**src/include/mem_defs.svh**
```systemverilog
// sizes for the two-cpu memory side; the controller assumes exactly two cpus and RAM_LAT >= 2
`ifndef MEM_DEFS_SVH
`define MEM_DEFS_SVH

// data and address width
`define MEM_WORD_W 32

// processors sharing the RAM
`define MEM_CPUS 2

// word addresses wrap at this depth
`define MEM_RAM_WORDS 256

// cycles from a command seen in FREE to the ACCESS cycle
`define MEM_RAM_LAT 3

`endif

```
**src/design/bus_pkg.sv**
```systemverilog
// cache-side strobes; one word per transfer, no burst or error fields
`include "mem_defs.svh"

package bus_pkg;

  typedef enum logic [2:0] {
    NONE,
    IFETCH,
    DREAD,
    DREADX,  // read for ownership
    DWRITE
  } req_kind_t;

  // request strobe from a cache
  typedef struct packed {
    logic                   valid;
    req_kind_t              kind;
    logic [`MEM_WORD_W-1:0] addr;
    logic [`MEM_WORD_W-1:0] data;  // DWRITE only
  } cpu_req_t;

  typedef struct packed {
    logic                   valid;
    logic                   is_instr;
    logic [`MEM_WORD_W-1:0] data;  // zero for a write
  } cpu_rsp_t;

  // controller to the non-requesting cache
  typedef struct packed {
    logic                   valid;
    logic [`MEM_WORD_W-1:0] addr;
    logic                   inv;
  } snoop_t;

  typedef struct packed {
    logic                   valid;
    logic                   dirty;
    logic [`MEM_WORD_W-1:0] data;
  } snoop_rsp_t;

  // one instruction slot and one data slot per port
  typedef struct packed {
    logic                   ivalid;
    logic [`MEM_WORD_W-1:0] iaddr;
    logic                   dvalid;
    req_kind_t              dkind;
    logic [`MEM_WORD_W-1:0] daddr;
    logic [`MEM_WORD_W-1:0] ddata;
  } port_pend_t;

endpackage

```
**src/design/ram_pkg.sv**
```systemverilog
// RAM side of the controller; no ERROR state, a command is one word
`include "mem_defs.svh"

package ram_pkg;

  typedef enum logic [1:0] {
    FREE,
    BUSY,
    ACCESS  // write commits, read data valid
  } ram_state_t;

  // held by the controller until ACCESS
  typedef struct packed {
    logic                   ren;
    logic                   wen;
    logic [`MEM_WORD_W-1:0] addr;
    logic [`MEM_WORD_W-1:0] store;
  } ram_cmd_t;

endpackage

```
**src/design/coherence_ctrl.sv**
```systemverilog
// two-cpu arbiter with snooping; a snoop answer is awaited indefinitely, no timeout
`timescale 1ns/1ns
`include "mem_defs.svh"

module coherence_ctrl
  import bus_pkg::*;
  import ram_pkg::*;
(
  input  logic                   CLK,
  input  logic                   nRST,
  input  port_pend_t             pend [`MEM_CPUS],
  input  snoop_rsp_t             snoop_rsp [`MEM_CPUS],
  input  ram_state_t             ram_state,
  input  logic [`MEM_WORD_W-1:0] ram_load,
  output logic [`MEM_CPUS-1:0]   grant_i,
  output logic [`MEM_CPUS-1:0]   grant_d,
  output cpu_rsp_t               rsp [`MEM_CPUS],
  output snoop_t                 snoop [`MEM_CPUS],
  output ram_cmd_t               ram_cmd
);

  typedef enum logic [2:0] {IDLE, WRITE, SNOOP, SNOOP_WB, LOAD, IFETCH} state_t;

  state_t                 state, nxt_state;
  logic                   svc, nxt_svc;  // cpu being served
  logic                   lru, nxt_lru;  // cpu owed the next fetch
  logic                   snoop_go, nxt_snoop_go;
  logic [`MEM_WORD_W-1:0] snoop_addr, nxt_snoop_addr;
  logic                   snoop_inv, nxt_snoop_inv;
  logic [`MEM_WORD_W-1:0] wb_data, nxt_wb_data;  // dirty word from the other cache
  logic                   d_found;
  logic                   other;
  logic                   ram_done;

  assign other    = ~svc;  // two cpus only
  assign ram_done = (ram_state == ACCESS);

  always_ff @(posedge CLK or negedge nRST)
  begin
    if (!nRST)
    begin
      state    <= IDLE;
      svc      <= 1'b0;
      lru      <= 1'b0;  // cpu 0 first
      snoop_go <= 1'b0;
    end
    else
    begin
      state    <= nxt_state;
      svc      <= nxt_svc;
      lru      <= nxt_lru;
      snoop_go <= nxt_snoop_go;
    end
  end

  always_ff @(posedge CLK)
  begin
    snoop_addr <= nxt_snoop_addr;
    snoop_inv  <= nxt_snoop_inv;
    wb_data    <= nxt_wb_data;
  end

  // snoop strobe in the first SNOOP cycle, to the other cache only
  always_comb
  begin
    for (int c = 0; c < `MEM_CPUS; c++)
    begin
      snoop[c].valid = snoop_go && (1'(c) == other);
      snoop[c].addr  = snoop_addr;
      snoop[c].inv   = snoop_inv;
    end
  end

  always_comb
  begin
    nxt_state      = state;
    nxt_svc        = svc;
    nxt_lru        = lru;
    nxt_snoop_go   = 1'b0;
    nxt_snoop_addr = snoop_addr;
    nxt_snoop_inv  = snoop_inv;
    nxt_wb_data    = wb_data;
    d_found        = 1'b0;
    ram_cmd        = '0;
    grant_i        = '0;
    grant_d        = '0;
    for (int c = 0; c < `MEM_CPUS; c++)
      rsp[c] = '0;

    case (state)
      IDLE:
      begin
        // lower cpu index wins; a port holds one data request, so wb and read never clash
        for (int c = 0; c < `MEM_CPUS; c++)
        begin
          if (!d_found && pend[c].dvalid)
          begin
            d_found = 1'b1;
            nxt_svc = 1'(c);
            if (pend[c].dkind == DWRITE)
              nxt_state = WRITE;
            else
            begin
              nxt_state      = SNOOP;
              nxt_snoop_go   = 1'b1;
              nxt_snoop_addr = pend[c].daddr;
              nxt_snoop_inv  = (pend[c].dkind == DREADX);
            end
          end
        end
        if (!d_found && (pend[0].ivalid || pend[1].ivalid))
        begin
          if (pend[0].ivalid && pend[1].ivalid)
            nxt_svc = lru;
          else
            nxt_svc = pend[1].ivalid;
          nxt_lru   = ~nxt_svc;  // other cpu goes next
          nxt_state = IFETCH;
        end
      end

      WRITE:
      begin
        ram_cmd.wen   = 1'b1;
        ram_cmd.addr  = pend[svc].daddr;
        ram_cmd.store = pend[svc].ddata;
        if (ram_done)
        begin
          rsp[svc].valid = 1'b1;
          grant_d[svc]   = 1'b1;
          nxt_state      = IDLE;
        end
      end

      SNOOP:
      begin
        if (snoop_rsp[other].valid)
        begin
          nxt_wb_data = snoop_rsp[other].data;
          nxt_state   = snoop_rsp[other].dirty ? SNOOP_WB : LOAD;
        end
      end

      SNOOP_WB:
      begin
        // write the dirty line back and hand it over at once
        ram_cmd.wen   = 1'b1;
        ram_cmd.addr  = snoop_addr;
        ram_cmd.store = wb_data;
        if (ram_done)
        begin
          rsp[svc].valid = 1'b1;
          rsp[svc].data  = wb_data;
          grant_d[svc]   = 1'b1;
          nxt_state      = IDLE;
        end
      end

      LOAD:
      begin
        ram_cmd.ren  = 1'b1;
        ram_cmd.addr = snoop_addr;
        if (ram_done)
        begin
          rsp[svc].valid = 1'b1;
          rsp[svc].data  = ram_load;
          grant_d[svc]   = 1'b1;
          nxt_state      = IDLE;
        end
      end

      IFETCH:
      begin
        ram_cmd.ren  = 1'b1;
        ram_cmd.addr = pend[svc].iaddr;
        if (ram_done)
        begin
          rsp[svc].valid    = 1'b1;
          rsp[svc].is_instr = 1'b1;
          rsp[svc].data     = ram_load;
          grant_i[svc]      = 1'b1;
          nxt_state         = IDLE;
        end
      end

      default: nxt_state = IDLE;
    endcase
  end

endmodule

```
**config.mk**
```make
export PLATFORM = sky130hd
export DESIGN_NAME = coherence_ctrl
export DESIGN_NICKNAME = d
export VERILOG_FILES = /design/src/design/bus_pkg.sv /design/src/design/ram_pkg.sv /design/src/design/coherence_ctrl.sv
export VERILOG_INCLUDE_DIRS = /design/src /design/src/include
export SDC_FILE = /design/constraint.sdc
export NUM_CORES = 1
export LEC_CHECK = 0
export BUFFER_PORTS_ARGS = -buffer_cell sky130_fd_sc_hd__buf_2
export CORE_AREA = 2 2 200 202
export DETAILED_ROUTE_END_ITERATION = 6
export DIE_AREA = 0 0 202 204
export PLACE_DENSITY_LB_ADDON = 0.25
export SLEW_MARGIN = 25
export SYNTH_ARGS = -nofsm -noshare
export SYNTH_HDL_FRONTEND = slang
export SYNTH_SLANG_ARGS = --single-unit
```
**constraint.sdc**
```tcl
create_clock -name CLK -period 4.5 [get_ports CLK]
set_clock_uncertainty 0.05 [all_clocks]
set_input_delay 0 -clock CLK [delete_from_list [all_inputs] [get_ports CLK]]
set_output_delay 0 -clock CLK [all_outputs]
set_load 0.02 [all_outputs]
```
# ---- Word-level counts from Yosys, hierarchy flattened
# Index checks and enable logic that the tools add are counted.
dict set report totals {
  regBits 71
  inputBits 306
  out_inout_bits 206
  elab_cells 112
}
dict set report op_classes {
  n_lt_le_gt_ge 5
  n_eq_ne 13
  n_mux 62
  n_bitwise 4
  n_reduce_logical 21
}
# op count
set op_table {}
lappend op_table {{two-way mux 100 bit} 3}
lappend op_table {{bitwise mux 68 bit} 4}
lappend op_table {{two-way mux 68 bit} 4}
lappend op_table {{case mux 68 bit (4 select lines)} 1}
lappend op_table {{two-way mux 32 bit} 5}
lappend op_table {{two-way mux 34 bit} 4}
lappend op_table {{demux 34 bit (select 1 bit)} 3}
lappend op_table {{case mux 32 bit (3 select lines)} 1}
lappend op_table {{case mux 32 bit (2 select lines)} 1}
lappend op_table {{two-way mux 33 bit} 1}
lappend op_table {{two-way mux 1 bit} 22}
lappend op_table {{two-way mux 3 bit} 6}
lappend op_table {{== test 3 x 2 -> 1 bit (second input constant)} 4}
lappend op_table {{== test 3 bit (second input constant)} 4}
lappend op_table {{two-way mux 2 bit} 5}
lappend op_table {{case mux 3 bit (3 select lines)} 1}
lappend op_table {{logical AND 1 bit} 7}
lappend op_table {{AND reduction 2 bit} 3}
lappend op_table {{OR reduction 2 bit} 3}
lappend op_table {{>= comparator 2 bit (second input constant)} 2}
lappend op_table {{inequality test 4 bit (second input constant)} 1}
lappend op_table {{NOT 1 -> 2 bit} 2}
lappend op_table {{OR reduction 4 bit} 1}
lappend op_table {{== test 3 x 1 -> 1 bit (second input constant)} 1}
lappend op_table {{other kinds (14)} 16}

# ---- Longest topological paths before layout
dict set report logic_depth {
  word_depth 11
  mapped_depth 7
}

# ---- Worst setup path before layout
# No wires, ideal clock.
dict set report synth_path {
  path_type {register -> register}
  from {register state[0]}
  to {register wb_data[0], enable pin}
  setup_ns 0.461
  arrival_ns 3.051
  t_required_ns 3.989
  path_slack_ns 0.938
  path_stages_with_launch 4
  synth_period_minus_slack_ns 3.562
  cell_sequence {dfrtp_1 -> buf_4 -> or2_4 -> nor3_1}
}
dict set report synth_between {
  elab_chain_len 2
}
# element line_no
set synth_rtl {}
lappend synth_rtl {{start: declaration} coherence_ctrl.sv:24} ;# state_t state, nxt_state;
lappend synth_rtl {{start signal: assignment} coherence_ctrl.sv:49} ;# state <= nxt_state;
lappend synth_rtl {{== test 3 x 2 -> 1 bit} coherence_ctrl.sv:90} ;# case (state)
lappend synth_rtl {{AND reduction 2 bit (no line)} --}
lappend synth_rtl {{end signal: assignment} coherence_ctrl.sv:60} ;# wb_data <= nxt_wb_data;
lappend synth_rtl {{end: declaration} coherence_ctrl.sv:30} ;# logic [`MEM_WORD_W-1:0] wb_data, nxt_wb_data;
# Every way passes these cells.
# A chain may end at the register's enable or synchronous reset.

==> metrics.md <==
| Metric | Value |
|---|---|
| Commonest cells post-synth | nor2_1, nand2_1, mux2i_1 |
| Total clock buffers created by CTS | 9 |
| Placement Cell Area | 0.00933 mm² |
| Pwr Total | 5.85 mW |
| Outcome | finished clean |
| DR vias/cell | 4.39 |
| Yosys reg bits | 71 |
| Syn nets | 1,025 |
| Synthesized cell area | 0.00655 mm² |
| Crit start category | register |
| Cell area power density | 535 mW/mm² |
| Post-synth top flop | edfxtp_1 |
| Seq/Total Area, Yosys | 0.321 |
| Total Nets Final | 1,593 |
| Rel. slew slack | 0.323 |
| Synthesized area per cell | 9.11 µm² |
| Drt first pass iters | 5 |
| Peak supply drop | 254 µV |
| Synth unique cells | 45 |
| H-tree depth | 3 |
| Worst min-delay path class | input pin to register |
| Cells along the critical path | buf_12, inv_1, nand3_1, buf_4, nor2_1, buf_2 |
| CP top delay family | buffers and inverters |
| Clock Latency Late Sink | 0.36 ns |
| Layout cells sized above 1 | 0.478 |
| Initial antenna violation count | 3 |
| Largest cells by area after synthesis | edfxtp_1, mux4_2, mux2i_1, nor2_1, a22oi_1 |
| Vias in the first global route | 8,057 |
| Post_cts resized | 0 |
| I/O pin count | 512 |
| DRC Markers | 0 |
| Root Driver | clkbuf_16 |
| Setup violations, final | 0 |
| Post-synth top area share | 0.298 |
| Total gr overflow | 0 |
| Worst-Margin Slew | 1.01 ns |
| CP required | 4.45 ns |
| Gr usage total | 0.147 |
| CTS Sinks | 71 |
| Fin. max-slew vios | 0 |
| Core Rows | 73 |
| Final hold slack | 0.0194 ns |
| Setup crit end kind | output pin |
| Buffers on Ports | 511 |
| Max-cap violation count | 0 |
| Post-CTS setup buffers | 0 |
| Sum Neg Setup Slack | 0 ns |
| Most frequent cell after synthesis | nor2_1 |
| Worst-path clk slew | 0.07 ns |
| Min Tclk post-route | 2.82 ns |
| FILL cells | 4,229 |
| Buf/Inv on CP | 4 |
| Highest-delay cell along the critical path | dfrtp_4 |
| Lkg Pwr | 5.05 nW |
| Detail Route Antenna Nets | 0 |
| Wire per inst | 17.4 µm |
| Number of synthesized flops with an enable pin | 65 |
| Core Area | 0.0392 mm² |
| Period utilization | 0.627 |
| Clock Tree Buf Depth | 2 |
| Hold Buf Count CTS | 131 |
| Initial drt markers | 387 |
| Pin count of the biggest net entering global routing | 72 |
| Dpl hpwl | 23,700 µm |
| Number of warning messages in the yosys log | 0 |
| Gate Count Post-Synth | 719 |
| Largest stage delay, worst path | 0.91 ns |
| Routed WL | 31,700 µm |
| TritonCTS clock tree | built |
| First-pass GRT wire length | 46,200 µm |
| Crit path max fanout | 71 |
| Synth area leader | edfxtp_1 |
| Area grow syn2layout | 66.9% |
| Setup Crit Path Kind | register to output pin |
| Post-layout util | 0.279 |
| Ys async rst share | 0.0845 |
| Die Ht | 204 µm |
| Vias | 7,990 |
| Final Hold Fails | 0 |
| FMAX | 354 MHz |
| Initial core utilization | 0.167 |
| Fin area | 0.0109 mm² |
| Unrepaired setup endpoints after global routing | no |
| GPL Wtd Cong | 0.871 |
| DIE AREA | 0.0412 mm² |
| Crit path DAT | 2.77 ns |
| Die X | 202 µm |
## metrics by stage
stage | worst slack (ns) | cells
2_1_floorplan | 0.938 | 719
3_3_place_gp | 1.99 | 1669
3_5_place_dp | 1.98 | 1670
4_1_cts | 1.57 | 1816
5_1_grt | 1.40 | 1818
6_report | 1.68 | 1818
## state kept, by name, summed over array words and instances, names as in the netlist
register	flops
snoop_addr	32
wb_data	32
state	3
lru	1
snoop_go	1
snoop_inv	1
svc	1
## cell families after synthesis
| group | synth area share |
|---|---|
| and+or+nand+nor | 0.148 |
| AOI/OAI and AO/OA | 0.167 |
| buffers and inverters | 0.0981 |
| muxes | 0.266 |
| DFF | 0.321 |
## cell type report
type / instances / area [µm²] / share of cell area
antenna: 2 / 5.00 / 0.000458
sequential: 71 / 2110 / 0.193
tap: 525 / 657 / 0.0601
multi-input combinational: 540 / 3830 / 0.350
clock inverter: 6 / 62.6 / 0.00572
timing repair buffer: 656 / 4010 / 0.366
inverter: 9 / 33.8 / 0.00309
clock buffer: 9 / 225 / 0.0206
## report_power, final
part           switching, mW  internal (mW)
combinational           2.16           1.57
clock                  0.320          0.424
sequential             0.336           1.05
total                   2.81           3.04
## path summary, 6_finish.rpt
check                                    startpoint                      end  slack (ns)  depth (start not counted)
worst max-delay path                svc$_DFFE_PN0P_                  rsp[39]        1.68                          6
worst min-delay path                      pend[139]  snoop_addr[6]$_DFFE_PN_        0.02                          3
worst max register to register      svc$_DFFE_PN0P_    wb_data[13]$_DFFE_PP_        1.73                          3
worst min register to register  snoop_inv$_DFFE_PN_      snoop_inv$_DFFE_PN_        0.69                          2
max in group asynchronous                      nRST     state[1]$_DFFE_PN0P_        3.54                          3
min in group asynchronous                      nRST     state[2]$_DFFE_PN0P_        0.58                          3
## worst min-delay path, delay by kind of cell
| family | cells | cell delay [ns] |
|---|---|---|
| AO/OA/AOI/OAI | 1 | 0.15 |
| multiplexers | 1 | 0.06 |
| buffers and inverters | 1 | 0.11 |
## layout by cell type, fill, tap and decap left out, types with 15 or more instances in the layout
cell and n:
nor2_1 136, o21ai_0 50, mux4_2 32, nand2_1 67, a21oi_1 38, a22oi_1 64, edfxtp_1 65, mux2_2 32
dlygate4sd3_1 131, buf_2 511, o21ai_1 15, mux2i_1 66
## routing by layer
layer / wire (µm) / global-route usage
met1: 12300 / 0.164
met2: 16300 / 0.273
met3: 2140 / 0.0327
met4: 855 / 0.0565
met5: 13 / 0
Power figures use the tool's default switching activity.
