$ cat config.mk
export PLATFORM = sky130hd
export DESIGN_NAME = cpu_port
export DESIGN_NICKNAME = d
export VERILOG_FILES = /design/src/design/bus_pkg.sv /design/src/design/cpu_port.sv
export VERILOG_INCLUDE_DIRS = /design/src /design/src/include
export SDC_FILE = /design/constraint.sdc
export NUM_CORES = 1
export LEC_CHECK = 0
export BUFFER_PORTS_ARGS = -buffer_cell sky130_fd_sc_hd__clkbuf_2
export CAP_MARGIN = 5
export CORE_MARGIN = 2
export CORE_UTILIZATION = 43
export CTS_CLUSTER_DIAMETER = 150
export DETAILED_ROUTE_END_ITERATION = 8
export MAX_ROUTING_LAYER = met4
export PLACE_DENSITY_LB_ADDON = 0.05
export SYNTH_ARGS = -nofsm -noshare
export SYNTH_HDL_FRONTEND = slang
export SYNTH_SLANG_ARGS = --single-unit
$ cat constraint.sdc
create_clock -name CLK -period 6.5 [get_ports CLK]
set_clock_uncertainty 0.05 [all_clocks]
set_input_delay 0.325 -clock CLK [delete_from_list [all_inputs] [get_ports CLK]]
set_output_delay 0.325 -clock CLK [all_outputs]
set_load 0.01 [all_outputs]
$ cat src/include/mem_defs.svh
// sizes for the two-cpu memory side; the controller assumes exactly two cpus and RAM_LAT >= 2
`ifndef MEM_DEFS_SVH
`define MEM_DEFS_SVH

// data and address width
`define MEM_WORD_W 32

// processors sharing the RAM
`define MEM_CPUS 2

// word addresses wrap at this depth
`define MEM_RAM_WORDS 256

// cycles from a command seen in FREE to the ACCESS cycle
`define MEM_RAM_LAT 3

`endif

$ cat src/design/bus_pkg.sv
// cache-side strobes; one word per transfer, no burst or error fields
`include "mem_defs.svh"

package bus_pkg;

  typedef enum logic [2:0] {
    NONE,
    IFETCH,
    DREAD,
    DREADX,  // read for ownership
    DWRITE
  } req_kind_t;

  // request strobe from a cache
  typedef struct packed {
    logic                   valid;
    req_kind_t              kind;
    logic [`MEM_WORD_W-1:0] addr;
    logic [`MEM_WORD_W-1:0] data;  // DWRITE only
  } cpu_req_t;

  typedef struct packed {
    logic                   valid;
    logic                   is_instr;
    logic [`MEM_WORD_W-1:0] data;  // zero for a write
  } cpu_rsp_t;

  // controller to the non-requesting cache
  typedef struct packed {
    logic                   valid;
    logic [`MEM_WORD_W-1:0] addr;
    logic                   inv;
  } snoop_t;

  typedef struct packed {
    logic                   valid;
    logic                   dirty;
    logic [`MEM_WORD_W-1:0] data;
  } snoop_rsp_t;

  // one instruction slot and one data slot per port
  typedef struct packed {
    logic                   ivalid;
    logic [`MEM_WORD_W-1:0] iaddr;
    logic                   dvalid;
    req_kind_t              dkind;
    logic [`MEM_WORD_W-1:0] daddr;
    logic [`MEM_WORD_W-1:0] ddata;
  } port_pend_t;

endpackage

$ cat src/design/cpu_port.sv
// holds one fetch and one data request; a strobe into a full slot is dropped, not queued
`timescale 1ns/1ns
`include "mem_defs.svh"

module cpu_port
  import bus_pkg::*;
(
  input  logic       CLK,
  input  logic       nRST,
  input  cpu_req_t   req,
  input  logic       grant_i,
  input  logic       grant_d,
  output port_pend_t pend
);

  logic                   ivalid;
  logic [`MEM_WORD_W-1:0] iaddr;
  logic                   dvalid;
  req_kind_t              dkind;
  logic [`MEM_WORD_W-1:0] daddr;
  logic [`MEM_WORD_W-1:0] ddata;
  logic                   take_i;
  logic                   take_d;

  // NONE falls through both
  assign take_i = req.valid && (req.kind == IFETCH) && !ivalid;
  assign take_d = req.valid && (req.kind inside {DREAD, DREADX, DWRITE}) && !dvalid;

  always_ff @(posedge CLK or negedge nRST)
  begin
    if (!nRST)
    begin
      ivalid <= 1'b0;
      dvalid <= 1'b0;
    end
    else
    begin
      if (grant_i)
        ivalid <= 1'b0;  // served this cycle
      else if (take_i)
        ivalid <= 1'b1;
      if (grant_d)
        dvalid <= 1'b0;
      else if (take_d)
        dvalid <= 1'b1;
    end
  end

  always_ff @(posedge CLK)
  begin
    if (take_i)
      iaddr <= req.addr;
    if (take_d)
    begin
      dkind <= req.kind;
      daddr <= req.addr;
      ddata <= req.data;
    end
  end

  assign pend = '{ivalid: ivalid, iaddr: iaddr,
                  dvalid: dvalid, dkind: dkind, daddr: daddr, ddata: ddata};

endmodule

## After elaboration in Yosys (flattened, before gate mapping)

Cells that the tools add are included.

- Multiplexer cells: 4
- Equal/unequal tests: 4
- Reductions and logical operators: 9

Operator list:

| cell | number |
|---|---|
| 3-bit by 2-bit == test with 1-bit output, second input constant | 2 |
| 1-bit logical AND | 4 |
| 1-bit 2-to-1 mux | 4 |
| 2-bit nonzero test | 2 |
| 3-bit by 1-bit == test with 1-bit output, second input constant | 1 |
| 3-bit == test, second input constant | 1 |
| 3-bit nonzero test | 1 |
| 1-bit zero test | 2 |

- Input bits: 72
- Flip-flop bits (word level): 101
- Output and inout bits: 101
- Word-level logic and storage cells: 23

## Logic depth before layout (Yosys ltp)

Gate-level depths: netlist of run 1.

- Depth after elaboration: 6
- Gate-level depth with buffers: 2
- Gate-level depth less buffers: 2

## Worst setup path after synthesis of run 1

No wires, ideal clock.

- Path type: input-to-reg
- Start point: input req[65] in the netlist's numbering
- End point: register daddr[0] (enable)
- Arrival: 5714 ps
- Buffers on the path: 0
- Slack: 144 ps
- Cell stages on the path: 2
- Data required time: 5858 ps
- Setup time: 592 ps
- Path through: or3b_1 -> a211oi_1

- Cells in the longest elaborated chain, start to end: 4
- Elaborated cells between the ends (all ways): 6
- Those cells by class: eq/ne (3); reduce/logical (3)

RTL lines:

| item | line | source |
|---|---|---|
| from (decl) | cpu_port.sv:10 | `input cpu_req_t req,` |
| 3-bit by 2-bit == test with 1-bit output / 3-bit == test (equally long branches) | cpu_port.sv:27 | `assign take_d = req.valid && (req.kind inside {DREAD, DREADX, DWRITE}) && !dvalid;` |
| 3-bit nonzero test (*) | cpu_port.sv:27 |  |
| 1-bit logical AND (*) (2 in a row) | cpu_port.sv:27 |  |
| named net take_d | cpu_port.sv:23 | `logic take_d;` |
| to (signal assigned) | cpu_port.sv:56 | `daddr <= req.addr;` |
| to (decl) | cpu_port.sv:20 | `` logic [`MEM_WORD_W-1:0] daddr; `` |

Mark *: on every way through the listed nets, which the timed path passes. The rest lies on a longest branch.
A chain may end at the register's enable or synchronous reset.

## Worst setup path in the final report of run 1

- Start point: input req[65] in the netlist's numbering
- End point: register ddata[5] (enable)

- Cells in the longest elaborated chain, start to end: 4
- Elaborated cells between the ends (all ways): 6
- Those cells by class: eq/ne (3); reduce/logical (3)

RTL lines:

| item | line | source |
|---|---|---|
| 3-bit by 2-bit == test with 1-bit output / 3-bit == test (equally long branches) | cpu_port.sv:27 |  |
| 3-bit nonzero test (*) | cpu_port.sv:27 |  |
| 1-bit logical AND (*) (2 in a row) | cpu_port.sv:27 |  |
| named net take_d | cpu_port.sv:23 |  |
| to (signal assigned) | cpu_port.sv:57 | `ddata <= req.data;` |
| to (decl) | cpu_port.sv:21 | `` logic [`MEM_WORD_W-1:0] ddata; `` |

Marked as above.

==> results of run 1 <==
## power breakdown
group	total [W]	switching (W)	internal [W]
clock network	0.000400	0.000187	0.000213
logic	0.0000686	0.0000388	0.0000298
registers	0.000746	0.00000568	0.000741
total	0.00121	0.000232	0.000983
## cell families (layout without fill, tap and decap cells)
logic type      count (synthesis)  count (layout)  share of synthesized area, %
simple gates                    5               5                          1.13
buf+inv                         5             192                         0.846
compound gates                  3               3                         0.685
flops                         101             101                          97.3
## layer usage
layer	global-route usage, %	up-vias	share of wire (%)
met5	-	-	0
met2	23.9	100	51
met3	4.62	10	9.4
li1	-	816	-
met1	17.4	812	38
met4	6.65	0	1.7
## path summary, 6_finish.rpt
path	slack (ps)	end	start	cells after the start
worst max-delay path	4560	ddata[5]	req[65]	4
worst min-delay path	70	ivalid	grant_i	2
worst max register to register	4740	ddata[5]	dvalid	2
worst min register to register	520	ivalid	ivalid	2
max in group asynchronous	6010	ivalid	nRST	2
min in group asynchronous	290	dvalid	nRST	2
## metrics by stage
stage | util (%) | instance area, µm² | hold slack (ps)
2_1_floorplan | - | 3110 | -20.6
3_3_place_gp | 59.3 | 4100 | 68.9
5_1_grt | 62.4 | 4310 | 46.2
3_5_place_dp | 59.3 | 4100 | 69.9
6_report | 62.4 | 4310 | 71.8
4_1_cts | 62.4 | 4310 | 56.5
## cell type report
type,count,area [µm²]
Clock buffer,10,128
Sequential cell,101,3020
Timing Repair Buffer,174,878
Clock inverter,5,76.3
Inverter,3,11.3
Multi-Input combinational cell,8,76.3
Tap cell,96,120
Fill cell,580,2590
## state kept, by name (all words and copies together) (netlist names)
name,flops
ivalid,1
dkind,3
ddata,32
daddr,32
dvalid,1
iaddr,32
## repair_timing
item	in CTS	in global routing
endpoints found under the hold margin	2	0
hold buffers	1	0
gates resized for setup	0	0
setup endpoints to repair	0	0
setup buffers	0	0
## synthesized netlist by cell type
cell type  count
a211oi_1       1
a21oi_1        1
a311oi_1       1
buf_4          2
dfrtp_1        2
edfxtp_1      99
inv_1          3
nand4bb_1      1
nor2_1         2
or2b_1         1
or3b_1         1
==> impl_summary.log, run 1 <==
INFO  metric finalWirelength = 5.92 mm
INFO  metric cts_inserted_buffers = 9
INFO  metric finalWorstSetupSlack = 4560 ps
INFO  metric p_leak = 1.79 nW
INFO  metric finished_layout_cells = 397
INFO  metric gr-usage-all-layers = 14.9%
INFO  metric layout.cells.most_common = clkbuf_2
INFO  metric netlist.area_leader.share = 95.7%
INFO  metric detail_route.wl_per_cell = 14.9 µm
INFO  metric cp-end-kind = register
INFO  metric max_clock_freq = 516 MHz
INFO  metric maximum_number_of_pins_on_one_net_before_global_route_repair = 68
INFO  metric hp-class = in -> reg
INFO  metric cts_root_buffer_type = clkbuf_8
INFO  metric clk_pin_slew_worst_paths = 90 ps
INFO  metric peak_supply_drop = 0.198 mV
INFO  metric finalWorstPathRequiredPeriod = 1940 ps
INFO  metric areaGrowthSynthToFinish = 38.9%
INFO  metric ys.warnings.count = 0
INFO  metric crit_path_cell_trace = clkbuf_2, or3b_1, a211oi_4, buf_4
INFO  metric synthesis.area = 3110 µm²
INFO  metric port_buffers = 172
INFO  metric total_setup_violations_reported_at_the_end_of_the_flow = 0
INFO  metric post_synth_main_area_contributors = edfxtp_1 96%, dfrtp_1 1.6%, buf_4 0.48%
INFO  metric placed_cells_incl_taps = 381
INFO  metric chipHeight = 89.0 µm
INFO  metric rsz_0062_raised_after_global_routing = no
INFO  metric clk_path_buf_depth = 2
INFO  metric ant_nets = 0
INFO  metric antenna_cells_inserted = 0
INFO  metric worst_pin_slew = 933 ps
INFO  metric status = finished clean
INFO  metric critical_path.startpoint_type = primary input
INFO  metric num_ports = 173
INFO  metric layout.nets = 369
INFO  metric place.gp.congestion = 0.691
INFO  metric place.detailed.hpwl = 4.26 mm
INFO  metric cp_slowest_cell = buf_4
INFO  metric preCtsSetupSlack = 4190 ps
INFO  metric cts_htree_levels = 3
INFO  metric fp.coreArea = 6910 µm²
INFO  metric layout-drive-gt1-share = 62.5%
INFO  metric detailedRoute.firstIterationViolations = 90
INFO  metric number_of_global_route_vias_before_repair = 1657
INFO  metric cp_num_buf_inv = 2
INFO  metric postSynthAreaPerCell = 27.2 µm²
INFO  metric cap_viol_max_count = 0
INFO  metric synthesized_nets = 186
INFO  metric clkSinkCount = 101
INFO  metric synth.largest_area_cell = edfxtp_1
INFO  metric remaining_drc_errors = 0
INFO  metric tritoncts = yes
INFO  metric critical_path.top_delay_family = buffers and inverters
INFO  metric grt_overflow = 0
INFO  metric crit_path_max_fanout = 67
INFO  metric final_min_period_over_clock_period = 29.8%
INFO  metric synth-seq-area-share = 97.3%
INFO  metric crit_path_max_incr_delay = 670 ps
INFO  metric synthDistinctLibCells = 11
INFO  metric chipWidth = 89.0 µm
INFO  metric setup-tns-final = 0 ps
INFO  metric finalHoldViolations = 0
INFO  metric max_slew_margin = 37.7%
INFO  metric first_pass_grt_wire_length = 8.07 mm
INFO  metric crit_required = 6420 ps
INFO  metric floorplan.initialDensity = 45.0%
INFO  metric floorplan.die_area = 7920 µm²
INFO  metric routed_via_density = 4.38
INFO  metric ys_ff_latch = 101
INFO  metric slew_violations = 0
INFO  metric synthesis.instances = 114
INFO  metric worst_skew_pair.late_latency = 340 ps
INFO  metric timing.critical_path.arrival = 1850 ps
INFO  metric antenna_found_initial = 0
INFO  metric power = 0.00121 W
INFO  metric power-per-cell-area = 282 nW/µm²
INFO  metric final_cell_mix = 172 x clkbuf_2, 99 x edfxtp_1, 9 x clkbuf_8
INFO  metric detailroute.via_count = 1738
INFO  metric rows = 30
INFO  metric drt_first_pass_iters = 4
INFO  metric timing_worst_setup_path_type = in -> reg
Power figures use the tool's default switching activity.
==> inputs of run 2 (changes only) <==
- ABC_AREA: unset -> 1
- CORE_UTILIZATION: 43 -> 39
- clock period: 6.5 -> 1.62 ns (I/O delays scaled with it)
==> impl_summary.log, run 2 <==
INFO  metric ant_nets = 0 (unchanged)
INFO  metric cts_inserted_buffers = 9 (unchanged)
INFO  metric peak_supply_drop = 0.606 mV (+210%)
INFO  metric power_switching_share = 20.2% (+1.1 points)
INFO  metric hp-class = in -> reg
INFO  metric slew_violations = 0 (unchanged)
INFO  metric clkSinkCount = 101 (unchanged)
INFO  metric clk_path_buf_depth = 2 (unchanged)
INFO  metric floorplan.die_area = 8700 µm² (+9.9%)
INFO  metric gr-usage-all-layers = 15.0% (+0.072 points)
INFO  metric detailroute.via_count = 2003 (+15%)
INFO  metric synthesis.instances = 118 (+3.5%)
INFO  metric p_int = 0.00411 W (+320%)
INFO  metric rr_startpoint = dvalid
INFO  metric antenna_found_initial = 0 (unchanged)
INFO  metric finalHoldViolations = 0 (unchanged)
INFO  metric synth.largest_area_cell = edfxtp_1
INFO  metric finalWorstPathRequiredPeriod = 1450 ps
INFO  metric worst_skew_pair.late_latency = 340 ps (about the same)
INFO  metric p_sw = 0.00104 W (+350%)
INFO  metric postSynthAreaPerCell = 26.3 µm² (-3.3%)
INFO  metric synth_most_common_cell = edfxtp_1
INFO  metric max_slew_margin = 86.3% (+49 points)
INFO  metric clk_pin_slew_worst_paths = 90 ps (about the same)
INFO  metric critical_path.startpoint_type = primary input
INFO  metric synth_commonest_cells = 99 x edfxtp_1, 5 x inv_1, 3 x nor2_1
INFO  metric first_pass_grt_wire_length = 9.47 mm (+17%)
INFO  metric layout.nets = 445 (+21%)
INFO  metric post_cts_resized = 0 (unchanged)
INFO  metric final_cell_mix = 172 x clkbuf_2, 99 x edfxtp_1, 71 x dlygate4sd3_1
INFO  metric antenna_cells_inserted = 0 (unchanged)
INFO  metric worst_pin_slew = 205 ps (-727 ps)
INFO  metric largest_registers = daddr (32), ddata (32), iaddr (32)
INFO  metric number_of_global_route_vias_before_repair = 2018 (+22%)
INFO  metric layout-drive-gt1-share = 51.6% (-11 points)
INFO  metric cts_htree_levels = 3 (unchanged)
INFO  metric post_synth_main_area_contributors = edfxtp_1 96%, dfrtp_1 1.6%, inv_1 0.60%
INFO  metric crit_path_start = req[66]
INFO  metric synth-seq-area-share = 97.2% (-0.12 points)
INFO  metric chipWidth = 93.3 µm (+4.8%)
INFO  metric timing.critical_path.arrival = 1440 ps (-410 ps)
INFO  metric finalWirelength = 6.39 mm (+8.1%)
INFO  metric grt_overflow = 0 (unchanged)
INFO  metric total_setup_violations_reported_at_the_end_of_the_flow = 0 (unchanged)
INFO  metric port_buffers = 172 (unchanged)
INFO  metric rsz_0062_raised_after_global_routing = no
INFO  metric setup-tns-final = 0 ps (unchanged)
INFO  metric status = finished clean
INFO  metric netlist.area_leader.share = 95.6% (-0.12 points)
INFO  metric chipHeight = 93.3 µm (+4.8%)
INFO  metric power.share.combinational = 8.9% (+3.3 points)
INFO  metric detail_route.wl_per_cell = 13.3 µm (-11%)
INFO  metric maximum_number_of_pins_on_one_net_before_global_route_repair = 37 (-46%)
INFO  metric timing_worst_setup_path_type = in -> reg
INFO  metric cts_post_setup_buffers_inserted = 0 (unchanged)
INFO  metric detailedRoute.firstIterationViolations = 66 (-27%)
INFO  metric fp.coreArea = 7730 µm² (+12%)
INFO  metric post_synth_edffs = 99 (unchanged)
INFO  metric synthesis.area = 3110 µm² (+0.12%)
INFO  metric layout.cells.most_common = clkbuf_2
INFO  metric rows = 32 (+6.7%)
INFO  metric multi_input_area = 67.6 µm² (-11%)
INFO  metric place.detailed.hpwl = 4.24 mm (-0.54%)
INFO  metric tritoncts = yes
INFO  metric cp-end-kind = register
INFO  metric synthesized_nets = 190 (+2.2%)
INFO  metric place.gp.congestion = 0.709 (+2.6%)
INFO  metric crit_required = 1610 ps (-4810 ps)
INFO  metric num_ports = 173 (unchanged)
INFO  metric power.clock.fraction = 32.6% (-0.3 points)
INFO  metric max_clock_freq = 687 MHz
INFO  metric power-per-cell-area = 1010 nW/µm² (+260%)
INFO  metric seqPwrFrac = 58.6% (-2.8 points)
INFO  metric crit_path_max_fanout = 36 (-46%)
INFO  metric floorplan.initialDensity = 40.2% (-4.7 points)
INFO  metric areaGrowthSynthToFinish = 63.5%
INFO  metric ys_dominant_reg_cell = edfxtp_1
INFO  metric ys.warnings.count = 0 (unchanged)
INFO  metric fin_worst_hold_slack = 43.7 ps (-28.1 ps)
INFO  metric cts_root_buffer_type = clkbuf_8
INFO  metric ff_latch_area = 3020 µm² (unchanged)
INFO  metric routed_via_density = 4.17 (-4.7%)
INFO  metric final_min_period_over_clock_period = 89.8%
INFO  metric ys_ff_latch = 101 (unchanged)
INFO  metric hold_path_startpoint = req[67]
INFO  metric fillers = 572 (-1.4%)
INFO  metric remaining_drc_errors = 0 (unchanged)
INFO  metric p_leak = 2.12 nW (+19%)
INFO  metric asyncSetResetFlopFracSynth = 1.98% (unchanged)
INFO  metric finished_layout_cells = 480 (+21%)
INFO  metric synthDistinctLibCells = 10 (-1)
INFO  metric placed_cells_incl_taps = 393 (+3.1%)
INFO  metric drt_first_pass_iters = 4 (unchanged)
INFO  metric cap_viol_max_count = 0 (unchanged)
[run 2: cell count changes in the layout (fill, tap and decap cells not counted), sizes merged]
| cell | delta |
|---|---|
| a21oi | +2 |
| a211oi | -1 |
| inv | +3 |
| or3b | -1 |
| or2b | -1 |
| dlygate4sd3 | +70 |
| a311oi | -1 |
| nand3 | +1 |
| buf | +2 |
| nand2 | +3 |
| nand4bb | -1 |
| nor2 | +1 |
[run 2: area by class of cell]
| class | instances | share of cell area (%) |
|---|---|---|
| Sequential cell | 101 | 59.5 |
| Inverter | 5 | 0.369 |
| Multi-Input combinational cell | 10 | 1.33 |
| Tap cell | 102 | 2.51 |
| Clock buffer | 10 | 2.51 |
| Clock inverter | 6 | 1.70 |
| Timing Repair Buffer | 246 | 32.1 |
[run 2: cells by family (layout without fill, tap and decap cells)]
logic type	Yosys count	in the layout	share of synthesized area, %
buffers and inverters	7	267	1.09
flip-flops	101	101	97.2
AO/OA/AOI/OAI	3	3	0.724
AND/OR/NAND/NOR	7	7	0.966
[run 2: metrics by stage]
step                      cell area (µm²)  power (W)  utilization [%]  setup WS, ps
final                                5080    0.00515             65.8           165
after floorplan                      3120    0.00318                -          -239
after CTS                            5080    0.00519             65.8           199
after global routing                 5080    0.00534             65.8           123
after global placement               4160    0.00340             53.8           385
after detailed placement             4160    0.00340             53.8           371
[run 2: what timing repair did]
action,CTS,global route
hold buffers,71,0
endpoints found under the setup margin,0,0
endpoints found under the hold margin,103,0
[run 2: path summary, 6_finish.rpt]
path,endpoint,slack (ps),cells past startpoint
min in group asynchronous,ivalid,530,3
max,daddr[15],170,6
min reg2reg,ivalid,530,2
max in group asynchronous,dvalid,870,3
min,ivalid,40,3
max reg2reg,daddr[15],410,2
[run 2: power groups by stage]
stage | Combinational, W | Clock (W) | Sequential [W]
3_5_place_dp | 0.000324 | 0 | 0.00308
6_report | 0.000457 | 0.00168 | 0.00301
2_1_floorplan | 0.0000547 | 0 | 0.00313
4_1_cts | 0.000460 | 0.00172 | 0.00302
5_1_grt | 0.000496 | 0.00181 | 0.00302
3_3_place_gp | 0.000324 | 0 | 0.00307
[run 2: critical path, stage by stage]
cell and delay, ps:
dlygate4sd3_1 540, clkbuf_2 140, a21oi_2 150, nand2_2 100
nor2_4 170, buf_12 230
[run 2: routing by layer]
metal	GRT usage [%]	vias up	share of wire, %
li1	-	967	-
met1	18.6	918	41
met2	23.7	105	49
met3	3.38	13	7.6
met4	6.86	0	2.2
met5	-	-	0
